**src/hw/fir_defines.svh**
```systemverilog
// fir decimator parameters
`ifndef FIR_DEFINES_SVH
`define FIR_DEFINES_SVH

// sample and coefficient width in bits
`define DATA_WIDTH 16

// filter length
`define NUM_TAPS 16

// input samples consumed per output sample
`define DECIMATION 4

// coefficients are fixed point with this many fraction bits
`define COEF_FRAC_BITS 10

// divisor applied to every tap product
`define COEF_SCALE (1 << `COEF_FRAC_BITS)

// entries in each stream fifo
`define FIFO_DEPTH 8

`endif

```
**src/hw/sample_pkg.sv**
```systemverilog
// sample and coefficient types
`include "fir_defines.svh"

package sample_pkg;

    // signed sample, also the accumulator since the sum wraps
    typedef logic signed [`DATA_WIDTH-1:0] sample_t;

    // signed coefficient, COEF_FRAC_BITS fraction bits
    typedef logic signed [`DATA_WIDTH-1:0] coef_t;

    // full precision tap product
    typedef logic signed [2*`DATA_WIDTH-1:0] product_t;

    // symmetric low-pass, peak 300 at the centre pair
    // taps add up to 1024, unity gain at dc
    localparam coef_t fir_coefs [`NUM_TAPS] = '{
        coef_t'(-4),  coef_t'(-6),  coef_t'(2),   coef_t'(16),
        coef_t'(40),  coef_t'(70),  coef_t'(94),  coef_t'(300),
        coef_t'(300), coef_t'(94),  coef_t'(70),  coef_t'(40),
        coef_t'(16),  coef_t'(2),   coef_t'(-6),  coef_t'(-4)
    };

endpackage

```
**src/hw/fir_ctrl_pkg.sv**
```systemverilog
// filter control types
`include "fir_defines.svh"

package fir_ctrl_pkg;

    // control fsm states
    // COLLECT    pull samples into the delay line
    // MAC_RUN    one tap selected per cycle
    // MAC_DRAIN  last tap accumulated
    // EMIT       push the sum into the output fifo
    typedef enum logic [1:0] {
        COLLECT,
        MAC_RUN,
        MAC_DRAIN,
        EMIT
    } fir_state_t;

    // selects one of the NUM_TAPS taps
    typedef logic [$clog2(`NUM_TAPS)-1:0] tap_idx_t;

endpackage

```
**src/hw/mac_bus_if.sv**
```systemverilog
// control to datapath bus
interface mac_bus_if;
    import sample_pkg::*;
    import fir_ctrl_pkg::*;

    // delay line shift strobe and new sample
    logic     shift_en;
    sample_t  shift_sample;
    // tap select, seen by delay line and mac
    tap_idx_t tap_sel;
    // registered tap value, one cycle after tap_sel
    sample_t  tap_sample;
    // accumulator control and result
    logic     acc_clear;
    logic     acc_en;
    sample_t  acc_sum;

    modport ctrl (output shift_en, shift_sample, tap_sel, acc_clear, acc_en,
                  input acc_sum);

    modport delay (input shift_en, shift_sample, tap_sel,
                   output tap_sample);

    modport mac (input tap_sel, tap_sample, acc_clear, acc_en,
                 output acc_sum);

endinterface

```
**src/hw/sample_fifo.sv**
```systemverilog
// first-word-fall-through sample fifo
module sample_fifo #(
    parameter int DEPTH = 8
) (
    input  logic                clock,
    input  logic                reset,
    input  logic                wr_en,
    input  sample_pkg::sample_t din,
    output logic                full,
    input  logic                rd_en,
    output sample_pkg::sample_t dout,
    output logic                empty
);
    import sample_pkg::*;

    localparam int PTR_W = $clog2(DEPTH);
    localparam int CNT_W = $clog2(DEPTH + 1);
    localparam logic [PTR_W-1:0] LAST_PTR = PTR_W'(DEPTH - 1);
    localparam logic [CNT_W-1:0] FULL_COUNT = CNT_W'(DEPTH);

    sample_t mem [DEPTH];
    logic [PTR_W-1:0] wr_ptr;
    logic [PTR_W-1:0] rd_ptr;
    logic [CNT_W-1:0] count;
    logic wr_ok;
    logic rd_ok;

    // strobes against a full or empty fifo are dropped
    assign wr_ok = wr_en && !full;
    assign rd_ok = rd_en && !empty;

    assign full  = (count == FULL_COUNT);
    assign empty = (count == '0);
    // head entry shown with no read latency
    assign dout  = mem[rd_ptr];

    always_ff @(posedge clock or posedge reset) begin
        if (reset) begin
            wr_ptr <= '0;
            rd_ptr <= '0;
            count  <= '0;
        end else begin
            if (wr_ok) begin
                // wrap explicitly, depth need not be a power of two
                wr_ptr <= (wr_ptr == LAST_PTR) ? '0 : wr_ptr + 1'b1;
            end
            if (rd_ok) begin
                rd_ptr <= (rd_ptr == LAST_PTR) ? '0 : rd_ptr + 1'b1;
            end
            case ({wr_ok, rd_ok})
                2'b10:   count <= count + 1'b1;
                2'b01:   count <= count - 1'b1;
                default: count <= count;
            endcase
        end
    end

    // storage
    always_ff @(posedge clock) begin
        if (wr_ok) begin
            mem[wr_ptr] <= din;
        end
    end

endmodule

```
**src/hw/tap_delay_line.sv**
```systemverilog
// fir tap delay line
`include "fir_defines.svh"

module tap_delay_line (
    input logic      clock,
    input logic      reset,
    mac_bus_if.delay bus
);
    import sample_pkg::*;

    // tap j holds the sample shifted in j shifts ago
    sample_t taps [`NUM_TAPS];

    always_ff @(posedge clock or posedge reset) begin
        if (reset) begin
            taps <= '{default: '0};
        end else if (bus.shift_en) begin
            // oldest sample falls off the end
            for (int i = `NUM_TAPS - 1; i > 0; i--) begin
                taps[i] <= taps[i-1];
            end
            taps[0] <= bus.shift_sample;
        end
    end

    // selected tap registered every cycle
    // mac sees it one cycle after tap_sel
    always_ff @(posedge clock) begin
        bus.tap_sample <= taps[bus.tap_sel];
    end

endmodule

```
**src/hw/fir_mac.sv**
```systemverilog
// fir multiply-accumulate
`include "fir_defines.svh"

module fir_mac (
    input logic    clock,
    input logic    reset,
    mac_bus_if.mac bus
);
    import sample_pkg::*;
    import fir_ctrl_pkg::*;

    // tap_sel delayed to line up with tap_sample
    tap_idx_t coef_sel;
    product_t product;
    // scaled product, cut to sample width
    sample_t  term;
    sample_t  acc;

    always_ff @(posedge clock) begin
        coef_sel <= bus.tap_sel;
    end

    // full width signed product
    assign product = product_t'(bus.tap_sample) * product_t'(fir_coefs[coef_sel]);
    // signed divide, truncates toward zero
    assign term = sample_t'(product / `COEF_SCALE);

    always_ff @(posedge clock or posedge reset) begin
        if (reset) begin
            acc <= '0;
        end else if (bus.acc_clear) begin
            acc <= '0;
        end else if (bus.acc_en) begin
            // wraps at sample width
            acc <= acc + term;
        end
    end

    assign bus.acc_sum = acc;

endmodule

```
**src/hw/fir_ctrl.sv**
```systemverilog
// fir decimator control fsm
`include "fir_defines.svh"

module fir_ctrl (
    input  logic                clock,
    input  logic                reset,
    mac_bus_if.ctrl             bus,
    input  logic                in_empty,
    input  sample_pkg::sample_t in_sample,
    output logic                in_rd_en,
    input  logic                out_full,
    output logic                out_wr_en,
    output sample_pkg::sample_t out_sample
);
    import fir_ctrl_pkg::*;

    localparam int DEC_W = $clog2(`DECIMATION);
    localparam logic [DEC_W-1:0] LAST_DEC = DEC_W'(`DECIMATION - 1);
    localparam tap_idx_t LAST_TAP = tap_idx_t'(`NUM_TAPS - 1);

    fir_state_t state;
    fir_state_t next_state;
    logic [DEC_W-1:0] dec_cnt;
    logic [DEC_W-1:0] dec_cnt_c;
    tap_idx_t tap_cnt;
    tap_idx_t tap_cnt_c;

    always_ff @(posedge clock or posedge reset) begin
        if (reset) begin
            state   <= COLLECT;
            dec_cnt <= '0;
            tap_cnt <= '0;
        end else begin
            state   <= next_state;
            dec_cnt <= dec_cnt_c;
            tap_cnt <= tap_cnt_c;
        end
    end

    // input fifo head goes straight into the delay line
    assign bus.shift_sample = in_sample;
    // tap counter doubles as the tap select
    assign bus.tap_sel = tap_cnt;
    assign out_sample = bus.acc_sum;

    always_comb begin
        next_state    = state;
        dec_cnt_c     = dec_cnt;
        tap_cnt_c     = tap_cnt;
        in_rd_en      = 1'b0;
        out_wr_en     = 1'b0;
        bus.shift_en  = 1'b0;
        bus.acc_clear = 1'b0;
        bus.acc_en    = 1'b0;
        case (state)
            COLLECT: begin
                // one sample per cycle while input is available
                if (!in_empty) begin
                    in_rd_en     = 1'b1;
                    bus.shift_en = 1'b1;
                    if (dec_cnt == LAST_DEC) begin
                        // group complete, start a fresh pass
                        dec_cnt_c     = '0;
                        tap_cnt_c     = '0;
                        bus.acc_clear = 1'b1;
                        next_state    = MAC_RUN;
                    end else begin
                        dec_cnt_c = dec_cnt + 1'b1;
                    end
                end
            end
            MAC_RUN: begin
                // tap 0 not yet registered in the first cycle
                bus.acc_en = (tap_cnt != '0);
                tap_cnt_c  = tap_cnt + 1'b1;
                if (tap_cnt == LAST_TAP) begin
                    next_state = MAC_DRAIN;
                end
            end
            MAC_DRAIN: begin
                // last tap in flight
                bus.acc_en = 1'b1;
                next_state = EMIT;
            end
            EMIT: begin
                // hold here under back-pressure
                if (!out_full) begin
                    out_wr_en  = 1'b1;
                    next_state = COLLECT;
                end
            end
            default: begin
                next_state = COLLECT;
            end
        endcase
    end

endmodule

```
**src/hw/fir_decimator_top.sv**
```systemverilog
// decimating fir filter stream
`include "fir_defines.svh"

module fir_decimator_top (
    input  logic                   clock,
    input  logic                   reset,
    input  logic                   in_wr_en,
    input  logic [`DATA_WIDTH-1:0] in_din,
    output logic                   in_full,
    input  logic                   out_rd_en,
    output logic [`DATA_WIDTH-1:0] out_dout,
    output logic                   out_empty
);
    import sample_pkg::*;

    // input fifo to control
    sample_t in_dout;
    logic    in_empty;
    logic    in_rd_en;
    // control to output fifo
    sample_t out_din;
    logic    out_wr_en;
    logic    out_full;

    mac_bus_if mac_bus ();

    sample_fifo #(
        .DEPTH (`FIFO_DEPTH)
    ) in_fifo (
        .clock (clock),
        .reset (reset),
        .wr_en (in_wr_en),
        .din   (in_din),
        .full  (in_full),
        .rd_en (in_rd_en),
        .dout  (in_dout),
        .empty (in_empty)
    );

    fir_ctrl fir_ctrl_i (
        .clock      (clock),
        .reset      (reset),
        .bus        (mac_bus.ctrl),
        .in_empty   (in_empty),
        .in_sample  (in_dout),
        .in_rd_en   (in_rd_en),
        .out_full   (out_full),
        .out_wr_en  (out_wr_en),
        .out_sample (out_din)
    );

    tap_delay_line tap_delay_line_i (
        .clock (clock),
        .reset (reset),
        .bus   (mac_bus.delay)
    );

    fir_mac fir_mac_i (
        .clock (clock),
        .reset (reset),
        .bus   (mac_bus.mac)
    );

    sample_fifo #(
        .DEPTH (`FIFO_DEPTH)
    ) out_fifo (
        .clock (clock),
        .reset (reset),
        .wr_en (out_wr_en),
        .din   (out_din),
        .full  (out_full),
        .rd_en (out_rd_en),
        .dout  (out_dout),
        .empty (out_empty)
    );

endmodule

```
**config.mk**
```make
export PLATFORM = sky130hd
export DESIGN_NAME = fir_decimator_top
export DESIGN_NICKNAME = d
export VERILOG_FILES = /design/src/hw/sample_pkg.sv /design/src/hw/fir_ctrl_pkg.sv /design/src/hw/mac_bus_if.sv /design/src/hw/sample_fifo.sv /design/src/hw/tap_delay_line.sv /design/src/hw/fir_mac.sv /design/src/hw/fir_ctrl.sv /design/src/hw/fir_decimator_top.sv
export VERILOG_INCLUDE_DIRS = /design/src /design/src/hw
export SDC_FILE = /design/constraint.sdc
export NUM_CORES = 1
export LEC_CHECK = 0
export ABC_AREA = 1
export BUFFER_PORTS_ARGS = -buffer_cell sky130_fd_sc_hd__buf_2
export CORE_ASPECT_RATIO = 0.8
export CORE_MARGIN = 3
export CORE_UTILIZATION = 30
export DETAILED_ROUTE_END_ITERATION = 10
export HOLD_SLACK_MARGIN = 0.03
export MAX_ROUTING_LAYER = met4
export PLACE_DENSITY = 0.49
export SLEW_MARGIN = 20
export SYNTH_ARGS = -nofsm -noshare
export SYNTH_HDL_FRONTEND = slang
export SYNTH_SLANG_ARGS = --single-unit
```
**constraint.sdc**
```tcl
create_clock -name clock -period 13.4 [get_ports clock]
set_input_delay 4.02 -clock clock [delete_from_list [all_inputs] [get_ports clock]]
set_output_delay 4.02 -clock clock [all_outputs]
set_load 0.03 [all_outputs]
```
==> flow_summary.ini <==
[sta]
setup_violations = 0
finClkSkew_ns = 0.0560
period_minus_slack_ns = 8.79
relSlewSlack_pct = 37.9
hold_violations = 0
fin_crit_sh_pct = 65.6
slew_violations = 0
worstMarginPinSlew_ns = 0.932
finalSetupTns_ns = 0
timing.fmax_mhz = 114
rsz0062_at_grt = no

[run_status]
status = complete, no violations

[route]
first_pass_iters = 5
vias_per_cell = 4.58
postRouteAntennaNets = 0
wl_per_cell_um = 15.9
vias = 23280
drtIter0Drc = 1696
drc_errors = 0
postRouteWirelength_um = 80700

[critical_path]
slowest_stage = fa_1
crit_path_end_kind = flop
cp_slowest_stage_delay_ns = 0.65
crit_top_cell = fa_1
path_class = flop to flop
critical_path_required_ns = 13.93
crit_arrival_ns = 9.32
start_kind = flop
worstPathMaxFanout = 19

[place]
dpl.hpwl_um = 54300
portBuffers = 37
dpl_cell_area_mm2 = 0.0353
place_congestion = 0.863

[logic_synthesis]
synthTopCellsByCount = inv_1, o21ai_0, nand2_1
synth.most_common_cell = inv_1
synth_seq_cells = 576
syn_area_mm2 = 0.0337
yosysTopAreaCellShare_pct = 22.8
synth_ff_type = dfrtp_1
synth_edf_count = 256
synthCells = 3550
ys_top_cells_by_area = edfxtp_1, dfrtp_1, fa_1, o21ai_0, inv_1
async_flop_share_pct = 52.1
synth-seq-area-share_pct = 46.3
synth_warnings = 0
yosysTopAreaCell = edfxtp_1
avgSynthCellArea_um2 = 9.49
synthDistinctLibCells = 55
syn_nets = 3924

[floorplanning]
initial_core_util_pct = 30.4
die_w_um = 381
rows = 109
core-area_mm2 = 0.111
pin_count = 38
die_y_um = 306
die-area_mm2 = 0.116

[finish]
nets = 3899
area_growth_pct = 11.4
final_layout_size_suffix_gt1_share_pct = 6.43
fin_area_mm2 = 0.0375
fill_cells = 11344

[clock_network]
clkTransAtPathRegs_ns = 0.06
clkLatencyLatePin_ns = 0.68
clockBufferDepth = 3
post-cts-setup-buffers = 0
cts_buffers = 61
cts.sinks = 576
cts_htree_levels = 2
root_buffer = clkbuf_16
cts_tree = built
cts_resized = 0
holdBufCountCts = 0

[global_routing]
grt_max_degree = 142
grt_pass1_wl_um = 130000
antenna_found_initial = 4
grt_usage_pct = 14.2
grt_pass1_vias = 22496
grt-ovfl-total = 0

[min_path]
hold_path_class = flop to flop

[flow_run]
drv_cap = 0
[logic make-up (layout without fill, tap and decap cells)]
family | count (synthesis) | after routing | share of synthesized area [%]
compound gates | 813 | 813 | 13.0
flops | 576 | 576 | 46.3
buf+inv | 727 | 755 | 8.49
other cells | 0 | 3 | 0
xor+xnor | 37 | 37 | 0.962
simple gates | 1015 | 1015 | 12.3
fa+ha+maj | 354 | 354 | 18.1
mux | 28 | 28 | 0.832
[placed cells by master, fill, tap and decap left out, types with 62 or more instances in the layout]
| cell | netlist | final |
|---|---|---|
| nor2_1 | 330 | 330 |
| fa_1 | 220 | 220 |
| a21oi_1 | 161 | 161 |
| clkbuf_16 | 0 | 62 |
| edfxtp_1 | 256 | 256 |
| nand3_1 | 135 | 135 |
| inv_1 | 546 | 545 |
| dfrtp_1 | 300 | 296 |
| o21ai_0 | 521 | 521 |
| nand2_1 | 502 | 502 |
| ha_1 | 134 | 134 |
[stage by stage]
stage | utilization (%) | hold slack, ns | worst slack, ns | std cells
detailed placement | 31.9 | 0.473 | 4.61 | 4960
CTS | 33.8 | 0.458 | 4.56 | 5076
floorplan | - | 0.342 | 1.09 | 3550
global route | 33.8 | 0.497 | 3.90 | 5078
finish | 33.8 | 0.463 | 4.61 | 5079
global placement | 31.9 | 0.466 | 4.71 | 4960
[critical path, delay by kind of cell (launching register included)]
kind            cells  cell delay, ns
compound gates      3            0.59
fa+ha+maj          10            4.97
buf+inv             7            0.69
flops               1            0.46
simple gates       15            1.97
[routing by layer]
layer / global-route usage, % / vias to the layer above / wire length, um
met5: - / - / 0
met2: 20.2 / 368 / 34000
li1: - / 11542 / -
met1: 21.5 / 11283 / 41900
met4: 2.70 / 0 / 1360
met3: 1.97 / 87 / 3480
[path summary, 6_finish.rpt]
| check | start | end | slack (ns) | cells past startpoint |
|---|---|---|---|---|
| worst min register to register | tap_delay_line_i.taps[132]$_DFFE_PP0P_ | tap_delay_line_i.taps[116]$_DFFE_PP0P_ | 0.46 | 2 |
| worst min-delay path | tap_delay_line_i.taps[132]$_DFFE_PP0P_ | tap_delay_line_i.taps[116]$_DFFE_PP0P_ | 0.46 | 2 |
| max in group asynchronous | reset | tap_delay_line_i.taps[28]$_DFFE_PP0P_ | 7.90 | 4 |
| worst max-delay path | fir_mac_i.coef_sel[1]$_DFF_P_ | fir_mac_i.bus.acc_sum[14]$_DFFE_PP0P_ | 4.61 | 35 |
| worst max register to register | fir_mac_i.coef_sel[1]$_DFF_P_ | fir_mac_i.bus.acc_sum[14]$_DFFE_PP0P_ | 4.61 | 35 |
| min in group asynchronous | reset | out_fifo.rd_ptr[1]$_DFFE_PP0P_ | 3.36 | 2 |
[registers in the layout, indices dropped and copies added (netlist names)]
| signal | cells |
|---|---|
| tap_delay_line_i.bus.tap_sample | 16 |
| fir_ctrl_i.dec_cnt | 2 |
| in_fifo.count | 4 |
| out_fifo.count | 4 |
| out_fifo.rd_ptr | 3 |
| fir_ctrl_i.state | 2 |
| in_fifo.wr_ptr | 3 |
| fir_mac_i.coef_sel | 4 |
| out_fifo.mem | 128 |
| fir_mac_i.bus.acc_sum | 16 |
| in_fifo.rd_ptr | 3 |
| out_fifo.wr_ptr | 3 |
| tap_delay_line_i.taps | 256 |
| fir_ctrl_i.bus.tap_sel | 4 |
| in_fifo.mem | 128 |
[cell type report]
| cell class | instances | area (um^2) | area share, % |
|---|---|---|---|
| multi-input combinational | 2247 | 15200 | 40.6 |
| inverter | 562 | 2130 | 5.69 |
| timing repair buffer | 77 | 485 | 1.29 |
| sequential | 576 | 15600 | 41.6 |
| antenna | 3 | 7.51 | 0.0200 |
| clock inverter | 19 | 280 | 0.747 |
| clock buffer | 97 | 1880 | 5.00 |
| tap | 1498 | 1870 | 5.00 |
Power is not shown: default switching activity piles up to over one toggle a cycle in this logic, so the estimate is an artifact.
